`src/verilog/uart_pkg.sv`:
```
// ============================================================
// UART shared definitions
// Register offsets, character width and the register word
// layouts seen on the Wishbone read data bus
// ============================================================
`default_nettype none

package uart_pkg;

	// Byte offsets from the base address
	localparam int STATUS_OFFSET = 0;
	localparam int RX_OFFSET = 4;
	localparam int TX_OFFSET = 8;

	// One serial character, 8N1
	localparam int CHAR_WIDTH = 8;
	localparam int REG_WIDTH = 32;

	// Status register view, bit 0 at the bottom
	typedef struct packed {
		logic [REG_WIDTH-5:0] reserved;
		logic frame_error;
		logic overrun;
		logic rx_available;
		logic tx_ready;
	} uart_status_t;

	// Receive data view
	typedef struct packed {
		logic [REG_WIDTH-CHAR_WIDTH-1:0] reserved;
		logic [CHAR_WIDTH-1:0] data;
	} uart_rx_word_t;

	// Same read word, decoded by address
	typedef union packed {
		uart_status_t status;
		uart_rx_word_t rx;
	} uart_reg_word_t;

endpackage

`default_nettype wire
```
`src/verilog/uart_rx_if.sv`:
```
// ============================================================
// UART receive queue interface
// Head character, its flags and the pop request between
// the receive path and the register block
// ============================================================
`timescale 1ns/1ps
`default_nettype none

interface uart_rx_if;
	import uart_pkg::*;

	// Head of queue
	logic [CHAR_WIDTH-1:0] char;
	logic frame_error;
	logic empty;
	logic overrun;

	// One-cycle request from the bus side
	logic pop;

	modport fifo_side (output char, frame_error, empty, overrun, input pop);
	modport reg_side (input char, frame_error, empty, overrun, output pop);

endinterface

`default_nettype wire

```
`src/verilog/uart_top.sv`:
```
// ============================================================
// UART top level
// Wishbone serial port: transmitter, receive path and
// register block
// ============================================================
`timescale 1ns/1ps
`default_nettype none

module uart_top
	#(parameter logic [31:0] BASE_ADDRESS = 32'h0,
	parameter int BAUD_DIVIDE = 4,
	parameter int RX_FIFO_DEPTH = 8)
	(input wire clk,
	input wire reset,
	input wire wb_cyc,
	input wire wb_stb,
	input wire wb_we,
	input wire logic [31:0] wb_adr,
	input wire logic [31:0] wb_dat_w,
	output logic [31:0] wb_dat_r,
	output logic wb_ack,
	output logic uart_tx,
	input wire uart_rx);

	import uart_pkg::*;

	// Transmit side
	logic tx_start;
	logic tx_ready;
	logic [CHAR_WIDTH-1:0] tx_char;

	// Receive queue to register block
	uart_rx_if rx_bus();

	uart_transmitter #(.BAUD_DIVIDE(BAUD_DIVIDE)) transmitter (
		.clk(clk),
		.reset(reset),
		.tx_start(tx_start),
		.tx_char(tx_char),
		.tx_ready(tx_ready),
		.uart_tx(uart_tx));

	uart_rx_fifo #(
		.BAUD_DIVIDE(BAUD_DIVIDE),
		.RX_FIFO_DEPTH(RX_FIFO_DEPTH)) rx_path (
		.clk(clk),
		.reset(reset),
		.uart_rx(uart_rx),
		.rx_if(rx_bus.fifo_side));

	uart_regs #(.BASE_ADDRESS(BASE_ADDRESS)) regs (
		.clk(clk),
		.reset(reset),
		.wb_cyc(wb_cyc),
		.wb_stb(wb_stb),
		.wb_we(wb_we),
		.wb_adr(wb_adr),
		.wb_dat_w(wb_dat_w),
		.wb_dat_r(wb_dat_r),
		.wb_ack(wb_ack),
		.tx_ready(tx_ready),
		.tx_start(tx_start),
		.tx_char(tx_char),
		.rx_if(rx_bus.reg_side));

endmodule

`default_nettype wire

```
`src/verilog/uart_regs.sv`:
```
// ============================================================
// UART register block
// Wishbone classic slave with status, receive and transmit
// registers; never stalls, ack one cycle after the request
// ============================================================
`timescale 1ns/1ps
`default_nettype none

module uart_regs
	#(parameter logic [31:0] BASE_ADDRESS = 32'h0)
	(input wire clk,
	input wire reset,
	input wire wb_cyc,
	input wire wb_stb,
	input wire wb_we,
	input wire logic [31:0] wb_adr,
	input wire logic [31:0] wb_dat_w,
	output logic [31:0] wb_dat_r,
	output logic wb_ack,
	input wire tx_ready,
	output logic tx_start,
	output logic [uart_pkg::CHAR_WIDTH-1:0] tx_char,
	uart_rx_if.reg_side rx_if);

	import uart_pkg::*;

	localparam logic [31:0] STATUS_ADDR = BASE_ADDRESS + 32'(STATUS_OFFSET);
	localparam logic [31:0] RX_ADDR = BASE_ADDRESS + 32'(RX_OFFSET);
	localparam logic [31:0] TX_ADDR = BASE_ADDRESS + 32'(TX_OFFSET);

	logic request;
	logic hit_status;
	logic hit_rx;
	logic hit_tx;
	uart_reg_word_t read_word;

	// New request, not the held one being acked
	assign request = wb_cyc && wb_stb && !wb_ack;

	assign hit_status = wb_adr == STATUS_ADDR;
	assign hit_rx = wb_adr == RX_ADDR;
	assign hit_tx = wb_adr == TX_ADDR;

	// Read mux, unmapped offsets read as zero
	always_comb
	begin
		read_word = '0;
		if (hit_status)
		begin
			read_word.status.tx_ready = tx_ready;
			read_word.status.rx_available = !rx_if.empty;
			read_word.status.overrun = rx_if.overrun;
			read_word.status.frame_error = rx_if.frame_error;
		end
		else if (hit_rx)
			read_word.rx.data = rx_if.char;
	end

	always_ff @(posedge clk, posedge reset)
	begin
		if (reset)
		begin
			wb_ack <= 1'b0;
			tx_start <= 1'b0;
			rx_if.pop <= 1'b0;
		end
		else
		begin
			wb_ack <= request;
			// Write while busy is dropped
			tx_start <= request && wb_we && hit_tx && tx_ready;
			// Pop lands in the ack cycle
			rx_if.pop <= request && !wb_we && hit_rx && !rx_if.empty;
		end
	end

	// Read data and transmit character
	always_ff @(posedge clk)
	begin
		if (request && !wb_we)
			wb_dat_r <= read_word;
		if (request && wb_we && hit_tx)
			tx_char <= wb_dat_w[CHAR_WIDTH-1:0];
	end

	// Classic master holds the request steady until it sees ack
	assert property (@(posedge clk) disable iff (reset)
		request |=> wb_cyc && wb_stb && $stable(wb_we) && $stable(wb_adr))
		else $error("Wishbone request dropped or changed before ack");

endmodule

`default_nettype wire

```
`src/verilog/uart_rx_fifo.sv`:
```
// ============================================================
// UART receive path
// Receiver plus a character queue of 9-bit entries; when the
// queue is at its limit the oldest entry is dropped
// ============================================================
`timescale 1ns/1ps
`default_nettype none

module uart_rx_fifo
	#(parameter int BAUD_DIVIDE = 4,
	parameter int RX_FIFO_DEPTH = 8)
	(input wire clk,
	input wire reset,
	input wire uart_rx,
	uart_rx_if.fifo_side rx_if);

	import uart_pkg::*;

	localparam int PTR_W = $clog2(RX_FIFO_DEPTH);
	localparam logic [PTR_W:0] MAX_COUNT = (PTR_W + 1)'(RX_FIFO_DEPTH - 1);

	logic [CHAR_WIDTH-1:0] rx_char;
	logic rx_valid;
	logic rx_frame_error;

	// Entry is {frame_error, char}
	logic [CHAR_WIDTH:0] entries[RX_FIFO_DEPTH];
	logic [PTR_W-1:0] rd_ptr;
	logic [PTR_W-1:0] wr_ptr;
	logic [PTR_W:0] count;
	logic overrun;
	logic do_pop;
	logic drop_oldest;
	logic advance_rd;

	uart_receiver #(.BAUD_DIVIDE(BAUD_DIVIDE)) receiver (
		.clk(clk),
		.reset(reset),
		.uart_rx(uart_rx),
		.rx_char(rx_char),
		.rx_valid(rx_valid),
		.rx_frame_error(rx_frame_error));

	assign do_pop = rx_if.pop && count != '0;
	// A pop in the same cycle frees the slot, nothing is lost
	assign drop_oldest = rx_valid && count == MAX_COUNT && !do_pop;
	assign advance_rd = do_pop || drop_oldest;

	always_ff @(posedge clk)
	begin
		if (rx_valid)
			entries[wr_ptr] <= {rx_frame_error, rx_char};
	end

	always_ff @(posedge clk, posedge reset)
	begin
		if (reset)
		begin
			rd_ptr <= '0;
			wr_ptr <= '0;
			count <= '0;
			overrun <= 1'b0;
		end
		else
		begin
			// Pointers wrap on the power of two depth
			if (rx_valid)
				wr_ptr <= wr_ptr + 1'b1;
			if (advance_rd)
				rd_ptr <= rd_ptr + 1'b1;

			if (rx_valid && !advance_rd)
				count <= count + 1'b1;
			else if (!rx_valid && advance_rd)
				count <= count - 1'b1;

			// Cleared by a data read, set on a dropped character
			if (rx_if.pop)
				overrun <= 1'b0;
			if (drop_oldest)
				overrun <= 1'b1;
		end
	end

	assign rx_if.char = entries[rd_ptr][CHAR_WIDTH-1:0];
	assign rx_if.frame_error = entries[rd_ptr][CHAR_WIDTH];
	assign rx_if.empty = count == '0;
	assign rx_if.overrun = overrun;

	assert property (@(posedge clk) disable iff (reset) count <= MAX_COUNT)
		else $error("receive queue count above limit");

	// Register block gates its pop with empty
	assert property (@(posedge clk) disable iff (reset) rx_if.pop |-> !rx_if.empty)
		else $error("pop from empty receive queue");

endmodule

`default_nettype wire

```
`src/verilog/uart_receiver.sv`:
```
// ============================================================
// UART receiver
// Oversamples the line 8 times per bit, confirms the start
// bit at mid-bit and samples data and stop bits at mid-bit
// ============================================================
`timescale 1ns/1ps
`default_nettype none

module uart_receiver
	#(parameter int BAUD_DIVIDE = 4)
	(input wire clk,
	input wire reset,
	input wire uart_rx,
	output logic [uart_pkg::CHAR_WIDTH-1:0] rx_char,
	output logic rx_valid,
	output logic rx_frame_error);

	import uart_pkg::*;

	localparam int DIV_W = $clog2(BAUD_DIVIDE + 1);
	localparam logic [DIV_W-1:0] LAST_DIV = DIV_W'(BAUD_DIVIDE - 1);
	localparam int BIT_W = $clog2(CHAR_WIDTH);

	// Receive states
	localparam logic [1:0] S_IDLE = 2'd0;
	localparam logic [1:0] S_START = 2'd1;
	localparam logic [1:0] S_DATA = 2'd2;
	localparam logic [1:0] S_STOP = 2'd3;

	logic rx_meta;
	logic rx_sync;
	logic rx_last;
	logic [DIV_W-1:0] div_count;
	logic sample_tick;
	logic [1:0] state;
	logic [2:0] sample_count;
	logic [BIT_W-1:0] bit_count;

	// Two-flop synchronizer, idle level is high
	always_ff @(posedge clk, posedge reset)
	begin
		if (reset)
		begin
			rx_meta <= 1'b1;
			rx_sync <= 1'b1;
		end
		else
		begin
			rx_meta <= uart_rx;
			rx_sync <= rx_meta;
		end
	end

	// 1/8 bit sample tick
	always_ff @(posedge clk, posedge reset)
	begin
		if (reset)
			div_count <= '0;
		else if (div_count == LAST_DIV)
			div_count <= '0;
		else
			div_count <= div_count + 1'b1;
	end

	assign sample_tick = div_count == LAST_DIV;

	always_ff @(posedge clk, posedge reset)
	begin
		if (reset)
		begin
			state <= S_IDLE;
			rx_last <= 1'b1;
			sample_count <= '0;
			bit_count <= '0;
			rx_valid <= 1'b0;
			rx_frame_error <= 1'b0;
		end
		else
		begin
			rx_valid <= 1'b0;
			if (sample_tick)
			begin
				rx_last <= rx_sync;
				case (state)
					S_IDLE:
					begin
						// Falling edge only, a stuck low line is ignored
						if (rx_last && !rx_sync)
						begin
							state <= S_START;
							sample_count <= '0;
						end
					end

					S_START:
					begin
						if (sample_count == 3'd3)
						begin
							// Glitch if the line is high again at mid-bit
							state <= rx_sync ? S_IDLE : S_DATA;
							sample_count <= '0;
							bit_count <= '0;
						end
						else
							sample_count <= sample_count + 3'd1;
					end

					S_DATA:
					begin
						sample_count <= sample_count + 3'd1;
						if (sample_count == 3'd7)
						begin
							bit_count <= bit_count + 1'b1;
							if (bit_count == BIT_W'(CHAR_WIDTH - 1))
								state <= S_STOP;
						end
					end

					S_STOP:
					begin
						sample_count <= sample_count + 3'd1;
						if (sample_count == 3'd7)
						begin
							rx_valid <= 1'b1;
							rx_frame_error <= !rx_sync;
							state <= S_IDLE;
						end
					end
				endcase
			end
		end
	end

	// Data shift, LSB arrives first
	always_ff @(posedge clk)
	begin
		if (sample_tick && state == S_DATA && sample_count == 3'd7)
			rx_char <= {rx_sync, rx_char[CHAR_WIDTH-1:1]};
	end

endmodule

`default_nettype wire

```
`src/verilog/uart_transmitter.sv`:
```
// ============================================================
// UART transmitter
// Shifts out one 8N1 character: start bit, 8 data bits LSB
// first, stop bit, each 8 x BAUD_DIVIDE clocks long
// ============================================================
`timescale 1ns/1ps
`default_nettype none

module uart_transmitter
	#(parameter int BAUD_DIVIDE = 4)
	(input wire clk,
	input wire reset,
	input wire tx_start,
	input wire logic [uart_pkg::CHAR_WIDTH-1:0] tx_char,
	output logic tx_ready,
	output logic uart_tx);

	import uart_pkg::*;

	localparam int BIT_TICKS = 8 * BAUD_DIVIDE;
	localparam int TICK_W = $clog2(BIT_TICKS);
	localparam logic [TICK_W-1:0] LAST_TICK = TICK_W'(BIT_TICKS - 1);
	localparam int FRAME_BITS = CHAR_WIDTH + 2;

	logic [TICK_W-1:0] tick_count;
	logic [3:0] bits_left;
	logic [FRAME_BITS-1:0] shift;
	logic active;

	always_ff @(posedge clk, posedge reset)
	begin
		if (reset)
		begin
			// All ones keeps the line idle high
			shift <= '1;
			active <= 1'b0;
			tick_count <= '0;
			bits_left <= '0;
		end
		else if (tx_start && !active)
		begin
			// Stop, data, start; start bit goes out first
			shift <= {1'b1, tx_char, 1'b0};
			active <= 1'b1;
			tick_count <= '0;
			bits_left <= 4'(FRAME_BITS);
		end
		else if (active)
		begin
			if (tick_count == LAST_TICK)
			begin
				tick_count <= '0;
				// Fill with idle level behind the frame
				shift <= {1'b1, shift[FRAME_BITS-1:1]};
				bits_left <= bits_left - 4'd1;

				// Last bit time is the stop bit
				if (bits_left == 4'd1)
					active <= 1'b0;
			end
			else
				tick_count <= tick_count + 1'b1;
		end
	end

	assign uart_tx = shift[0];
	assign tx_ready = !active;

	// Register block must hold off writes while a frame is in flight
	assert property (@(posedge clk) disable iff (reset) tx_start |-> tx_ready)
		else $error("tx_start while transmitter busy");

endmodule

`default_nettype wire

```
`config.mk`:
```
export PLATFORM = sky130hd
export DESIGN_NAME = uart_top
export DESIGN_NICKNAME = d
export VERILOG_FILES = /design/src/verilog/uart_pkg.sv /design/src/verilog/uart_rx_if.sv /design/src/verilog/uart_top.sv /design/src/verilog/uart_regs.sv /design/src/verilog/uart_rx_fifo.sv /design/src/verilog/uart_receiver.sv /design/src/verilog/uart_transmitter.sv
export SDC_FILE = /design/constraint.sdc
export NUM_CORES = 1
export LEC_CHECK = 0
export BUFFER_PORTS_ARGS = -buffer_cell sky130_fd_sc_hd__buf_2
export CAP_MARGIN = 10
export CORE_MARGIN = 3
export CORE_UTILIZATION = 50
export CTS_BUF_LIST = sky130_fd_sc_hd__clkbuf_8
export DETAILED_ROUTE_END_ITERATION = 8
export GPL_ROUTABILITY_DRIVEN = 0
export PLACE_DENSITY_LB_ADDON = 0.2
export SLEW_MARGIN = 20
export SYNTH_ARGS = -nofsm -noshare
export SYNTH_HDL_FRONTEND = slang
export SYNTH_HIERARCHICAL = 1
export SYNTH_SLANG_ARGS = --single-unit
```
`constraint.sdc`:
```
create_clock -name clk -period 3.3 [get_ports clk]
set_clock_uncertainty 0.2 [all_clocks]
set_input_delay 0.825 -clock clk [delete_from_list [all_inputs] [get_ports clk]]
set_output_delay 0.825 -clock clk [all_outputs]
set_load 0.03 [all_outputs]
```
* Word level (Yosys, flattened, before mapping)
Memory sizes are Yosys's and may differ from the RTL's.
Cells that the tools add are included.
** Operators by class
- $add $sub $neg :: 9
- Equality and inequality tests :: 17
- Multiplexer cells :: 38
- Bitwise gates (word level) :: 1
- Reduce and logical (&&, ||, !) cells :: 42
** Operator list (count)
- $eq 32x3->1 const B :: 1
- $eq 32x4->1 const B :: 1
- $logic_not 32->1 :: 1
- $mux 10 :: 3
- $mux 4 :: 7
- $logic_and 1x1->1 :: 17
- $add 3x1->3 const B :: 5
- $mux 3 :: 5
- $mux 5 :: 3
- $mux 2 :: 6
- $mux 1 :: 11
- $ne 2x2->1 const B :: 5
- $reduce_bool 2->1 :: 5
- $pmux 3 s3 :: 1
- $logic_not 1->1 :: 8
- $pmux 2 s4 :: 1
- $sub 4x1->4 const B :: 2
- $eq 3x2->1 const B :: 2
- $eq 3x3->1 const B :: 2
- $pmux 3 s2 :: 1
- $reduce_and 6->1 :: 1
- $add 5x1->5 const B :: 1
- $eq 5x5->1 const B :: 1
- $add 4x1->4 const B :: 1
- 13 further kinds :: 16
** Word-level totals
- Register bits after elaboration :: 74
- Memory bits (writable) :: 72
- Bits of input ports :: 70
- Output and inout port bits :: 34
- Word-level logic and storage cells :: 132
- Memories :: 1
** Memories
- rx_path.entries :: depth 8, bits a word 9, read ports 1, clocked after Yosys merged registers in 0, wr ports 1, RTL line uart_rx_fifo.sv:27 : logic [CHAR_WIDTH:0] entries[RX_FIFO_DEPTH];

* Longest topological paths before layout
- Depth after elaboration :: 8
- Gate-level depth with buffers :: 8
- Depth with buffers taken out :: 8

* Hierarchy
Netlist, hierarchy kept.
** By module, submodules not included
- uart_rx_fifo :: times used 1, cells each 169, area each 3455.8 sq um, seq. area each 2437.3 sq um
- uart_regs :: times used 1, cells each 87, area each 1059.8 sq um, seq. area each 555.5 sq um
- uart_transmitter :: times used 1, cells each 101, area each 1057.3 sq um, seq. area each 486.7 sq um
- uart_receiver :: times used 1, cells each 76, area each 1044.8 sq um, seq. area each 644.4 sq um

* Worst setup path before layout
OpenSTA, ideal clock, no wires.
- Path type :: reg-to-reg
- From :: reg rx_path.count[0]
- To :: reg rx_path.count[3]
- Data arrival time :: 2412 ps
- Required time :: 2963 ps
- Setup slack :: 550 ps
- Cell stages (with the launch flop) :: 9
- Buffers on the path :: 0
- Path through :: dfrtp_1 > or4_4 > o211ai_2 > ha_1 > inv_1 > ha_1 > or4_1 > nand3_1 > o221ai_1
** On the way
- Longest elaborated chain between the ends :: 8
- Elaborated cells on any way between the ends :: 15
- Classes of those cells :: add/sub: 2; eq/ne: 1; mux: 2; reduce/logical: 10
** Ends and longest elaborated chain
- from (decl) :: RTL line uart_rx_fifo.sv:30 : logic [PTR_W:0] count;
- from (signal assigned) :: RTL line uart_rx_fifo.sv:73 : count <= count + 1'b1;
- from (signal assigned) :: RTL line uart_rx_fifo.sv:75 : count <= count - 1'b1;
- parallel branches: the longest is 8 deep, another holds $sub 4x1->4
Several ways; the timed one is not identified. The select of a mux whose other input is x is not followed.
A chain may end at the register's enable or synchronous reset.

* Worst setup path in the final report
Ends and elaborated chain as after synthesis.

==> out/qor.yml <==
status:
  status: "complete, no violations"
synthesis:
  synth-edff-count: 96
  ys_seq_area_frac: 0.623
  synthCells: 433
  synth_cell_types: 67
  synth_top_cells_by_count: "edfxtp_1 (96), dfrtp_1 (37), buf_4 (27)"
  yosysTopAreaCell: "edfxtp_1"
  synth_area_um2: 6620
  yosys_warnings: 6
  synth_top_area_frac: 0.436
  synthTopCellsByArea: "edfxtp_1 (44%), dfrtp_1 (14%), dfstp_2 (4.8%), mux4_1 (3.6%), buf_4 (3.1%)"
  avgSynthCellArea_um2: 15.3
  yosysMostFrequentCell: "edfxtp_1"
  synth_ff_type: "edfxtp_1"
  ys_seq_elements: 145
  synthArstFlopShare: 0.338
sta:
  setup-tns-final_ns: 0
  max_slew.worst_pin.slew_ns: 0.936
  slew_headroom: 0.374
  setup_viol: 0
  fin_crit_sh: 0.913
  rsz0062_at_grt: "false"
  fmax_mhz: 332
  min_period_ns: 3.01
  holdWs_ns: 0.0994
  final-hold-violation-count: 0
  final_max_slew_viol_count: 0
floorplan:
  ios: 104
  fp-row-count: 41
  die_x_um: 121
  core_um2: 12800
  die_area_um2: 14700
  die_height_um: 121
  initial_core_util: 0.518
worst_setup_path:
  startpoint_type: "flop"
  critPathBufInv: 1
  worstPathArrival_ns: 3.13
  critPathTopFamily: "simple AND/OR/NAND/NOR gates"
  crit_fanout: 6
  worstPathRequired_ns: 3.41
  crit_path_frequent_cell: "ha_1"
  crit_slowest_cell: "or4_4"
  critical-path-max-stage-delay_ns: 0.59
  setup.worst_path.class: "reg -> reg"
  path_cells: "or4_4, o211ai_2, ha_1, inv_1, ha_1, or4_1, nand3_1, o221ai_1"
  crit_path_end_kind: "flop"
drt:
  antenna_left: 0
  drt_iter0_markers: 210
  routedWlPerCell_um: 16.4
  drt-pass1-iter-count: 4
  drc: 0
  via_per_inst: 5.27
  postRouteWirelength_um: 11200
  via_count: 3603
cells_and_area:
  antenna_cells: 0
  fin_nets: 586
  design_area_um2: 7370
  fillers: 975
  utilization: 0.577
  synthToLayoutAreaGrowth_pct: 11.3
  drive_gt1_frac: 0.289
pwr:
  p_leak_nw: 2.90
  power-per-cell-area_nw_per_um2: 489
  vdd_drop_max_v: 0.000231
  total_power_mw: 3.60
min_path:
  hold_class: "in -> async"
grt:
  grt_max_degree: 26
  grt_pass1_wl_um: 18000
  grt-ovfl-total: 0
  grt.total_usage: 0.164
  grt_pass1_vias: 3564
  antenna_found_initial: 0
run:
  max_cap_viol_count: 0
cts:
  clockBufferDepth: 2
  htree_levels: 4
  postCtsSetupBuffers: 0
  clockRootBuffer: "clkbuf_8"
  postCtsResizedCells: 0
  clk_latency_ns: 0.44
  cts_sinks: 145
  clk_pin_slew_ns: 0.08
  hold_buffers: 0
  cts_tree: "built"
  cts_made_buffers: 17
place:
  dpl_cell_area_um2: 6950
  hpwl_um: 7670
  portBuffers: 55
-- cell families after synthesis --
family / Yosys count / share of synthesized area
AND/OR/NAND/NOR: 104 / 0.107
multiplexers: 47 / 0.119
AO/OA/AOI/OAI: 53 / 0.0514
XOR/XNOR: 6 / 0.00794
flip-flops: 145 / 0.623
buffers and inverters: 60 / 0.0584
adder cells (fa/ha/maj): 17 / 0.0333
other: 1 / 0.000567
-- worst paths after layout --
kind / startpoint / endpoint / slack [ns] / depth (start not counted)
worst min-delay path: reset / regs/wb_ack$_DFF_PP0_ / 0.1 / 2
max in group asynchronous: reset / transmitter/bits_left[3]$_DFFE_PP0P_ / 2.07 / 2
worst min register to register: rx_path/receiver/rx_meta$_DFF_PP1_ / rx_path/receiver/rx_sync$_DFF_PP1_ / 0.16 / 0
worst max-delay path: rx_path/count[0]$_DFFE_PP0P_ / rx_path/count[3]$_DFFE_PP0P_ / 0.29 / 8
worst max register to register: rx_path/count[0]$_DFFE_PP0P_ / rx_path/count[3]$_DFFE_PP0P_ / 0.29 / 8
min in group clk: rx_path/receiver/rx_meta$_DFF_PP1_ / rx_path/receiver/rx_sync$_DFF_PP1_ / 0.16 / 0
-- worst reg2reg max path, delay by kind of cell, from the launching register on --
kind            cells  cell delay (ns)
buf+inv             1             0.13
fa+ha+maj           2             0.65
flops               1             0.47
simple gates        3             1.22
compound gates      2             0.23
-- metal layers --
metal | global-route usage | vias up | part of all wire
met3 | 0.0485 | 9 | 0.055
met2 | 0.262 | 100 | 0.50
met1 | 0.209 | 1771 | 0.44
met5 | 0 | - | 0
met4 | 0.0744 | 0 | 0.013
li1 | - | 1723 | -
-- layout make-up --
type	instances	area (µm²)	area share
inverters	20	75.1	0.0102
clock inverters	14	169	0.0229
multi-input cells	251	2190	0.298
well taps	172	215	0.0292
flip-flops and latches	145	4120	0.560
repair buffers	64	343	0.0465
clock buffers	18	248	0.0336
-- power breakdown --
| group | internal [mW] | switching, mW |
|---|---|---|
| clock network | 0.766 | 0.649 |
| logic | 0.0767 | 0.111 |
| registers | 1.95 | 0.0418 |
| total | 2.80 | 0.802 |
-- layout by cell type, fill, tap and decap left out, types with 7 or more instances in the layout --
master and count:
mux2_4 10, inv_1 23, mux4_1 9, buf_4 9, dfrtp_1 37, ha_1 16
nand3_1 7, buf_2 55, clkbuf_8 18, mux4_2 9, mux2i_1 15, a21oi_1 14
nand2b_1 7, dfstp_2 12, nand2_1 13, nor3_1 15, conb_1 24, o21ai_0 14
edfxtp_1 96, nor2_1 12
-- state kept, by name, summed over array words and instances (netlist names), 3 cells and up, named ones only --
signal and flops:
rx_path/entries 72, transmitter/shift 9, regs/tx_char 8, regs/wb_dat_r 8, rx_path/receiver/rx_char 8, transmitter/tick_count 5, rx_path/count 4, transmitter/bits_left 4
rx_path/rd_ptr 3, rx_path/receiver/bit_count 3, rx_path/receiver/div_count 3, rx_path/receiver/sample_count 3, rx_path/wr_ptr 3
-- stage by stage --
step	setup WS, ns	instances
after floorplan	0.550	456
after CTS	0.284	684
final	0.287	684
after global routing	0.142	684
after detailed placement	0.293	652
after global placement	0.426	652
Power figures use the tool's default switching activity.
